**config.mk**
```make
export PLATFORM = sky130hd
export DESIGN_NAME = song_player_top
export DESIGN_NICKNAME = d
export VERILOG_FILES = /design/src/hdl/song_pkg.sv /design/src/hdl/voice_pkg.sv /design/src/hdl/song_ram.sv /design/src/hdl/rest_timer.sv /design/src/hdl/note_player.sv /design/src/hdl/song_sequencer.sv /design/src/hdl/song_player_top.sv
export SDC_FILE = /design/constraint.sdc
export NUM_CORES = 2
export LEC_CHECK = 0
export BUFFER_PORTS_ARGS = -buffer_cell sky130_fd_sc_hd__buf_2
export CAP_MARGIN = 20
export CORE_ASPECT_RATIO = 1.75
export CORE_MARGIN = 8
export CORE_UTILIZATION = 55
export DETAILED_ROUTE_END_ITERATION = 10
export GPL_TIMING_DRIVEN = 0
export PLACE_DENSITY = 0.76
export SETUP_SLACK_MARGIN = 0.05
export SLEW_MARGIN = 20
export SYNTH_ARGS = -nofsm -noshare
export SYNTH_HDL_FRONTEND = slang
export SYNTH_HIERARCHICAL = 1
export SYNTH_SLANG_ARGS = --single-unit
```
**constraint.sdc**
```tcl
create_clock -name clk -period 6.45 [get_ports clk]
set_input_delay 1.29 -clock clk [delete_from_list [all_inputs] [get_ports clk]]
set_output_delay 1.29 -clock clk [all_outputs]
set_load 0.02 [all_outputs]
```
**src/hdl/song_pkg.sv**
```systemverilog
`default_nettype none

// --------------------------------------------------
// song memory layout and word format
// --------------------------------------------------
package song_pkg;

    // the memory is split into equal slots, one per song
    localparam int num_songs  = 4;
    localparam int song_words = 32;
    localparam int mem_words  = num_songs * song_words;

    // selects which of the four songs is played
    typedef logic [$clog2(num_songs)-1:0] song_id_t;

    // word index inside one song
    typedef logic [$clog2(song_words)-1:0] step_t;

    // song id sits above the step so each song owns a contiguous block
    typedef logic [6:0] mem_addr_t;

    // one 16-bit song word, most significant field first
    // for a rest word the duration field carries the rest length in beats
    // and a rest of zero beats marks the end of the song
    typedef struct packed {
        logic       is_rest;
        logic [5:0] note;
        logic [5:0] duration;
        logic [2:0] options;
    } song_word_t;

    // --------------------------------------------------
    // sequencer states
    // --------------------------------------------------
    // paused waits for play, fetch presents the address, decode acts on
    // the returned word, rest waits on the rest timer and advance steps on
    typedef enum logic [2:0] {
        paused,
        fetch,
        decode,
        rest,
        advance
    } seq_state_t;

endpackage

`default_nettype wire

```
**src/hdl/voice_pkg.sv**
```systemverilog
`default_nettype none

// --------------------------------------------------
// voice side definitions
// --------------------------------------------------
package voice_pkg;

    // three voices can sound at once
    localparam int num_voices  = 3;

    // clock cycles per beat, kept tiny so runs stay short
    localparam int beat_cycles = 4;

    // a duration field of zero stands for this many beats
    localparam int max_beats   = 64;

    // pitch index handed on to the tone generator
    typedef logic [5:0] note_t;

    // length of a note or rest in beats
    typedef logic [5:0] duration_t;

    // length in cycles, wide enough for max_beats times beat_cycles
    typedef logic [8:0] tick_t;

    // what the sequencer hands to one voice
    typedef struct packed {
        note_t     note;
        duration_t duration;
    } voice_cmd_t;

    // what one voice reports to the mixer
    typedef struct packed {
        logic  active;
        note_t note;
    } voice_out_t;

endpackage

`default_nettype wire

```
**src/hdl/song_ram.sv**
```systemverilog
`timescale 1ns/1ps
`default_nettype none

// --------------------------------------------------
// song memory, one write port and one read port
// --------------------------------------------------
module song_ram (
    input  logic                 clk,
    input  logic                 wr_en,
    input  song_pkg::mem_addr_t  wr_addr,
    input  song_pkg::song_word_t wr_data,
    input  song_pkg::mem_addr_t  rd_addr,
    output song_pkg::song_word_t rd_data
);
    import song_pkg::*;

    // four songs of 32 words each
    song_word_t mem [mem_words];

    // the host loads songs through a plain strobe
    always_ff @(posedge clk) begin
        if (wr_en) begin
            mem[wr_addr] <= wr_data;
        end
    end

    // registered read, the word shows up one cycle after its address
    // holding the address keeps the same word on rd_data
    always_ff @(posedge clk) begin
        rd_data <= mem[rd_addr];
    end

endmodule

`default_nettype wire

```
**src/hdl/rest_timer.sv**
```systemverilog
`timescale 1ns/1ps
`default_nettype none

// --------------------------------------------------
// rest timer, counts a rest out in clock cycles
// --------------------------------------------------
module rest_timer (
    input  logic                 clk,
    input  logic                 rst_n,
    input  logic                 rest_load,
    input  voice_pkg::duration_t rest_len,
    output logic                 rest_done
);
    import voice_pkg::*;

    // cycles left in the current rest
    tick_t count_q;

    // rest length converted from beats to cycles
    tick_t rest_ticks;

    // the sequencer only deals in beats, the scaling lives here
    assign rest_ticks = tick_t'(rest_len) * tick_t'(beat_cycles);

    // a load restarts the count even if a rest is still running
    // otherwise the count runs down and parks at zero
    always_ff @(posedge clk) begin
        if (!rst_n) begin
            count_q <= '0;
        end else if (rest_load) begin
            count_q <= rest_ticks;
        end else if (count_q != '0) begin
            count_q <= count_q - tick_t'(1);
        end
    end

    // high whenever no rest is pending
    // it drops the cycle after a load and rises again rest_ticks later
    assign rest_done = (count_q == '0);

endmodule

`default_nettype wire

```
**src/hdl/note_player.sv**
```systemverilog
`timescale 1ns/1ps
`default_nettype none

// --------------------------------------------------
// one voice, plays a single note for its length
// --------------------------------------------------
module note_player (
    input  logic                  clk,
    input  logic                  rst_n,
    input  logic                  note_load,
    input  voice_pkg::voice_cmd_t note_cmd,
    output logic                  busy,
    output logic                  voice_start,
    output voice_pkg::voice_out_t voice
);
    import voice_pkg::*;

    // cycles left for the note that is sounding
    tick_t count_q;

    // note being played, zero when idle
    note_t note_q;

    // registered copy of the load strobe
    logic start_q;

    // a duration field of zero means the longest note
    logic [6:0] beats;
    tick_t      note_ticks;

    assign beats      = (note_cmd.duration == '0) ? 7'(max_beats) : {1'b0, note_cmd.duration};
    assign note_ticks = tick_t'(beats) * tick_t'(beat_cycles);

    // count_q reaches note_ticks on the cycle after the load, then counts down
    // the last active cycle is the one where the count equals one
    always_ff @(posedge clk) begin
        if (!rst_n) begin
            count_q <= '0;
            note_q  <= '0;
            start_q <= 1'b0;
        end else begin
            start_q <= note_load;
            if (note_load) begin
                count_q <= note_ticks;
                note_q  <= note_cmd.note;
            end else if (count_q != '0) begin
                count_q <= count_q - tick_t'(1);
                // clear the note as the voice goes idle
                if (count_q == tick_t'(1)) begin
                    note_q <= '0;
                end
            end
        end
    end

    // busy falls right after the last active cycle so the voice can be reused
    assign busy         = (count_q != '0);
    assign voice_start  = start_q;
    assign voice.active = busy;
    assign voice.note   = note_q;

endmodule

`default_nettype wire

```
**src/hdl/song_sequencer.sv**
```systemverilog
`timescale 1ns/1ps
`default_nettype none

// --------------------------------------------------
// song sequencer, walks one song word by word
// --------------------------------------------------
module song_sequencer (
    input  logic                             clk,
    input  logic                             rst_n,
    input  logic                             play,
    input  song_pkg::song_id_t               song_sel,
    output song_pkg::mem_addr_t              rd_addr,
    input  song_pkg::song_word_t             rd_data,
    input  logic [voice_pkg::num_voices-1:0] voice_busy,
    output logic [voice_pkg::num_voices-1:0] note_load,
    output voice_pkg::voice_cmd_t            note_cmd,
    output logic                             rest_load,
    output voice_pkg::duration_t             rest_len,
    input  logic                             rest_done,
    output logic                             playing,
    output logic                             song_done
);
    import song_pkg::*;
    import voice_pkg::*;

    seq_state_t state_q;
    seq_state_t state_d;

    // position inside the song, kept across a pause
    step_t step_q;
    step_t step_d;

    // song latched when playback starts
    song_id_t song_q;

    // set by song_done, held until play goes low
    logic done_lock_q;

    // step plus one with the overflow bit on top
    logic [$bits(step_t):0] step_inc;

    // one-hot pick of the lowest free voice, zero when all are busy
    logic [num_voices-1:0] free_pick;

    // rest word with zero length
    logic is_end;

    // --------------------------------------------------
    // word decode and voice choice
    // --------------------------------------------------
    assign rd_addr  = {song_q, step_q};
    assign step_inc = {1'b0, step_q} + ($bits(step_t) + 1)'(1);
    assign is_end   = rd_data.is_rest && (rd_data.duration == '0);

    // the rest length is the duration field of a rest word
    assign rest_len          = rd_data.duration;
    assign note_cmd.note     = rd_data.note;
    assign note_cmd.duration = rd_data.duration;

    // scan from the top so the lowest free voice is the one left standing
    always_comb begin
        free_pick = '0;
        for (int i = num_voices - 1; i >= 0; i--) begin
            if (!voice_busy[i]) begin
                free_pick    = '0;
                free_pick[i] = 1'b1;
            end
        end
    end

    // --------------------------------------------------
    // next state and strobes
    // --------------------------------------------------
    always_comb begin
        state_d   = state_q;
        step_d    = step_q;
        note_load = '0;
        rest_load = 1'b0;
        song_done = 1'b0;
        case (state_q)
            paused: begin
                // a finished song needs play to drop before it restarts
                if (play && !done_lock_q) begin
                    state_d = fetch;
                end
            end
            fetch: begin
                state_d = play ? decode : paused;
            end
            decode: begin
                if (!play) begin
                    state_d = paused;
                end else if (!rd_data.is_rest) begin
                    // with every voice busy we sit here until one frees
                    if (free_pick != '0) begin
                        note_load = free_pick;
                        state_d   = advance;
                    end
                end else if (is_end) begin
                    song_done = 1'b1;
                    step_d    = '0;
                    state_d   = paused;
                end else begin
                    rest_load = 1'b1;
                    state_d   = rest;
                end
            end
            rest: begin
                // rest_done is low the cycle we arrive since the timer just loaded
                if (!play) begin
                    state_d = paused;
                end else if (rest_done) begin
                    state_d = advance;
                end
            end
            advance: begin
                // runs to completion whatever play does
                if (step_inc[$bits(step_t)]) begin
                    song_done = 1'b1;
                    step_d    = '0;
                    state_d   = paused;
                end else begin
                    step_d  = step_inc[$bits(step_t)-1:0];
                    state_d = play ? fetch : paused;
                end
            end
            default: begin
                state_d = paused;
            end
        endcase
    end

    // --------------------------------------------------
    // registers
    // --------------------------------------------------
    always_ff @(posedge clk) begin
        if (!rst_n) begin
            state_q     <= paused;
            step_q      <= '0;
            song_q      <= '0;
            done_lock_q <= 1'b0;
        end else begin
            state_q <= state_d;
            step_q  <= step_d;
            // song_sel only matters on the way out of paused
            if (state_q == paused && state_d == fetch) begin
                song_q <= song_sel;
            end
            if (song_done) begin
                done_lock_q <= 1'b1;
            end else if (!play) begin
                done_lock_q <= 1'b0;
            end
        end
    end

    assign playing = (state_q != paused);

endmodule

`default_nettype wire

```
**src/hdl/song_player_top.sv**
```systemverilog
`timescale 1ns/1ps
`default_nettype none

// --------------------------------------------------
// song playback top level
// --------------------------------------------------
module song_player_top (
    input  logic                                              clk,
    input  logic                                              rst_n,
    input  logic                                              play,
    input  song_pkg::song_id_t                                song_sel,
    input  logic                                              wr_en,
    input  song_pkg::mem_addr_t                               wr_addr,
    input  song_pkg::song_word_t                              wr_data,
    output voice_pkg::voice_out_t [voice_pkg::num_voices-1:0] voices,
    output logic [voice_pkg::num_voices-1:0]                  voice_start,
    output logic                                              playing,
    output logic                                              song_done
);
    import song_pkg::*;
    import voice_pkg::*;

    // memory read path
    mem_addr_t  rd_addr;
    song_word_t rd_data;

    // sequencer to voices
    logic [num_voices-1:0] voice_busy;
    logic [num_voices-1:0] note_load;
    voice_cmd_t            note_cmd;

    // sequencer to rest timer
    logic      rest_load;
    duration_t rest_len;
    logic      rest_done;

    song_ram u_ram (
        .clk     (clk),
        .wr_en   (wr_en),
        .wr_addr (wr_addr),
        .wr_data (wr_data),
        .rd_addr (rd_addr),
        .rd_data (rd_data)
    );

    song_sequencer u_seq (
        .clk        (clk),
        .rst_n      (rst_n),
        .play       (play),
        .song_sel   (song_sel),
        .rd_addr    (rd_addr),
        .rd_data    (rd_data),
        .voice_busy (voice_busy),
        .note_load  (note_load),
        .note_cmd   (note_cmd),
        .rest_load  (rest_load),
        .rest_len   (rest_len),
        .rest_done  (rest_done),
        .playing    (playing),
        .song_done  (song_done)
    );

    rest_timer u_rest (
        .clk       (clk),
        .rst_n     (rst_n),
        .rest_load (rest_load),
        .rest_len  (rest_len),
        .rest_done (rest_done)
    );

    // all voices see the same command, note_load says which one takes it
    for (genvar v = 0; v < num_voices; v++) begin : g_voice
        note_player u_voice (
            .clk         (clk),
            .rst_n       (rst_n),
            .note_load   (note_load[v]),
            .note_cmd    (note_cmd),
            .busy        (voice_busy[v]),
            .voice_start (voice_start[v]),
            .voice       (voices[v])
        );
    end

endmodule

`default_nettype wire

```
==> results.json <==
{
  "ys_warn_count": 6,
  "skew_ps": 22.59,
  "syn2layout_area_growth_pct": 11.83,
  "grt_pass1_wl_um": 248800,
  "cts_buffer_depth": 3,
  "power_frac_comb": 0.051,
  "fp.dieH_um": 479.5,
  "vias": 32850,
  "reg2reg_slack_ps": 1740,
  "clk_latency_ps": 790,
  "rr_worst_depth": 7,
  "cpMaxStageDelayCell": "clkbuf_1",
  "drt-initial-drc-count": 4304,
  "worstMarginPinSlew_ps": 1199,
  "place_hpwl_um": 115100,
  "cts_tree": "done",
  "io_buffers": 47,
  "track_usage": 0.2638,
  "avgViaCountPerCell": 6.647,
  "hp-class": "flip-flop to flip-flop",
  "syn_nets": 2996,
  "htree_levels": 4,
  "p_clk_frac": 0.389,
  "peakVddDrop_mv": 0.2679,
  "synthesis.area_mm2": 0.06753,
  "ctsResizeCount": 0,
  "final.setup.tns_ps": 0,
  "crit_chain": "clkbuf_1, clkbuf_1, clkbuf_1, mux4_2, mux4_2, mux4_2, mux2_2",
  "grt_overflow_total": 0,
  "dieArea_mm2": 0.1347,
  "drcViolationCount": 0,
  "cts_root_buffer": "clkbuf_16",
  "p_switching_mw": 4.817,
  "io_pins": 55,
  "max_stage_delay_ps": 950,
  "cts_hold_buffers": 0,
  "grt_pass1_vias": 34120,
  "relSlewSlack": 0.2010,
  "initial_core_util": 0.5521,
  "rsz0062_at_grt": "no",
  "final_nets": 3225,
  "grt_max_degree": 93,
  "numCtsBuffers": 142,
  "cts_setup_buffers": 0,
  "regArea_mm2": 0.05159,
  "critPathRequiredTime_ps": 7100,
  "setup_ws_ps": 1738,
  "swShare": 0.2131,
  "worstPathArrival_ps": 5370,
  "maxCapViolCount": 0,
  "max_clock_freq_mhz": 212.2,
  "fin_area_mm2": 0.07551,
  "drive_gt1_frac": 0.3286,
  "dr.pass1.iters": 6,
  "leakage_nw": 22.60,
  "path_max_fanout": 10,
  "powerDensity_mw_per_mm2": 299.3,
  "timing_worst_setup_path_type": "flip-flop to flip-flop",
  "die_x_um": 280.9,
  "place_congestion": 0.9368,
  "hold_viol_final": 0,
  "fp.coreArea_mm2": 0.1223,
  "postPlaceCellArea_mm2": 0.07071,
  "finalSetupViolCount": 0,
  "finalWirelength_um": 176900,
  "antenna_found_initial": 14,
  "routedWlPerCell_um": 35.78,
  "crit_path_start_kind": "flip-flop",
  "critPathCaptureType": "flip-flop",
  "multi_input_area_mm2": 0.01527,
  "status": "finished clean",
  "clk_pin_slew_ps": 60,
  "drtAntennaViolNets": 0,
  "rows": 170,
  "place_ws_ps": 1866,
  "dp.cells": 4678,
  "post-route-min-period_ps": 4712,
  "nFillCells": 7795,
  "synth_cells": 2959,
  "hold_depth": 1,
  "p_int_mw": 17.79,
  "min_period_over_period": 0.7306,
  "avgSynthCellArea_um2": 22.82,
  "p_seq_frac": 0.560,
  "drv_slew": 0,
  "final_cells": 4943,
  "cts_sinks": 1745
}
## state kept, by name, summed over array words and instances, names as in the netlist
name	count
u_rest/count_q	9
u_seq/state_q	3
u_seq/song_q	2
g_voice.u_voice/note_q	18
u_seq/done_lock_q	1
u_seq/step_q	5
u_ram/rd_data	13
g_voice.u_voice/count_q	27
g_voice.u_voice/voice_start	3
u_ram/mem	1664
## metal layers
metal  up-vias  GRT usage  share of wire
li1      12940          -              -
met1     17250     0.2791           0.30
met2      2085     0.4619           0.53
met3       566    0.05420          0.084
met4         8     0.1943          0.088
met5         -          0        0.00029
## worst max-delay path, delay by kind of cell, from the launching register on
kind / cells / cell delay (ps)
multiplexers: 4 / 1910
flip-flops: 1 / 450
buffers and inverters: 3 / 2220
## through the flow
step | util | total power, mW | hold slack, ps
5_1_grt | 0.6173 | 23.15 | 484.4
2_1_floorplan | - | 13.58 | 446.4
3_5_place_dp | 0.5782 | 14.05 | 455.9
4_1_cts | 0.6161 | 22.69 | 471.0
6_report | 0.6174 | 22.60 | 475.4
3_3_place_gp | 0.5708 | 13.96 | 450.8
## layout make-up
class	count	share of cell area
sequential	1745	0.6832
multi-input combinational	1000	0.2023
clock buffer	177	0.05049
tap	1634	0.02707
buffer	199	0.01263
timing repair buffer	85	0.01233
clock inverter	78	0.01094
inverter	15	0.0007456
antenna	10	0.0003314
## power groups by stage
| stage | clock (mW) | combinational, mW | sequential [mW] |
|---|---|---|---|
| 6_report | 8.78 | 1.16 | 12.7 |
| 5_1_grt | 9.23 | 1.25 | 12.7 |
| 4_1_cts | 8.88 | 1.15 | 12.7 |
| 3_5_place_dp | 0 | 1.14 | 12.9 |
| 3_3_place_gp | 0 | 1.05 | 12.9 |
| 2_1_floorplan | 0 | 0.700 | 12.9 |
## placed cells by master (no fill, tap or decap), types with 18 or more instances in the layout
cell          n
nor2b_1      18
clkinv_1     21
nor2_2      114
buf_2        87
buf_6        27
buf_1        28
nand2_1      47
clkinv_2     18
mux4_2      546
clkbuf_16   148
buf_4        36
edfxtp_1   1664
a22o_1       18
nand3_1      45
clkbuf_1    106
nor2_1       41
dfxtp_1      81
## path summary, 6_finish.rpt
check	startpoint	to
hold reg to reg	g_voice[1].u_voice/note_q[0]$_SDFFE_PN0P_	g_voice[1].u_voice/note_q[0]$_SDFFE_PN0P_
setup / recovery	u_seq/step_q[2]$_SDFFE_PN0P_	u_ram/rd_data[8]$_DFF_P_
hold / removal	g_voice[1].u_voice/note_q[0]$_SDFFE_PN0P_	g_voice[1].u_voice/note_q[0]$_SDFFE_PN0P_
setup reg to reg	u_seq/step_q[2]$_SDFFE_PN0P_	u_ram/rd_data[8]$_DFF_P_
Power figures use the tool's default switching activity.
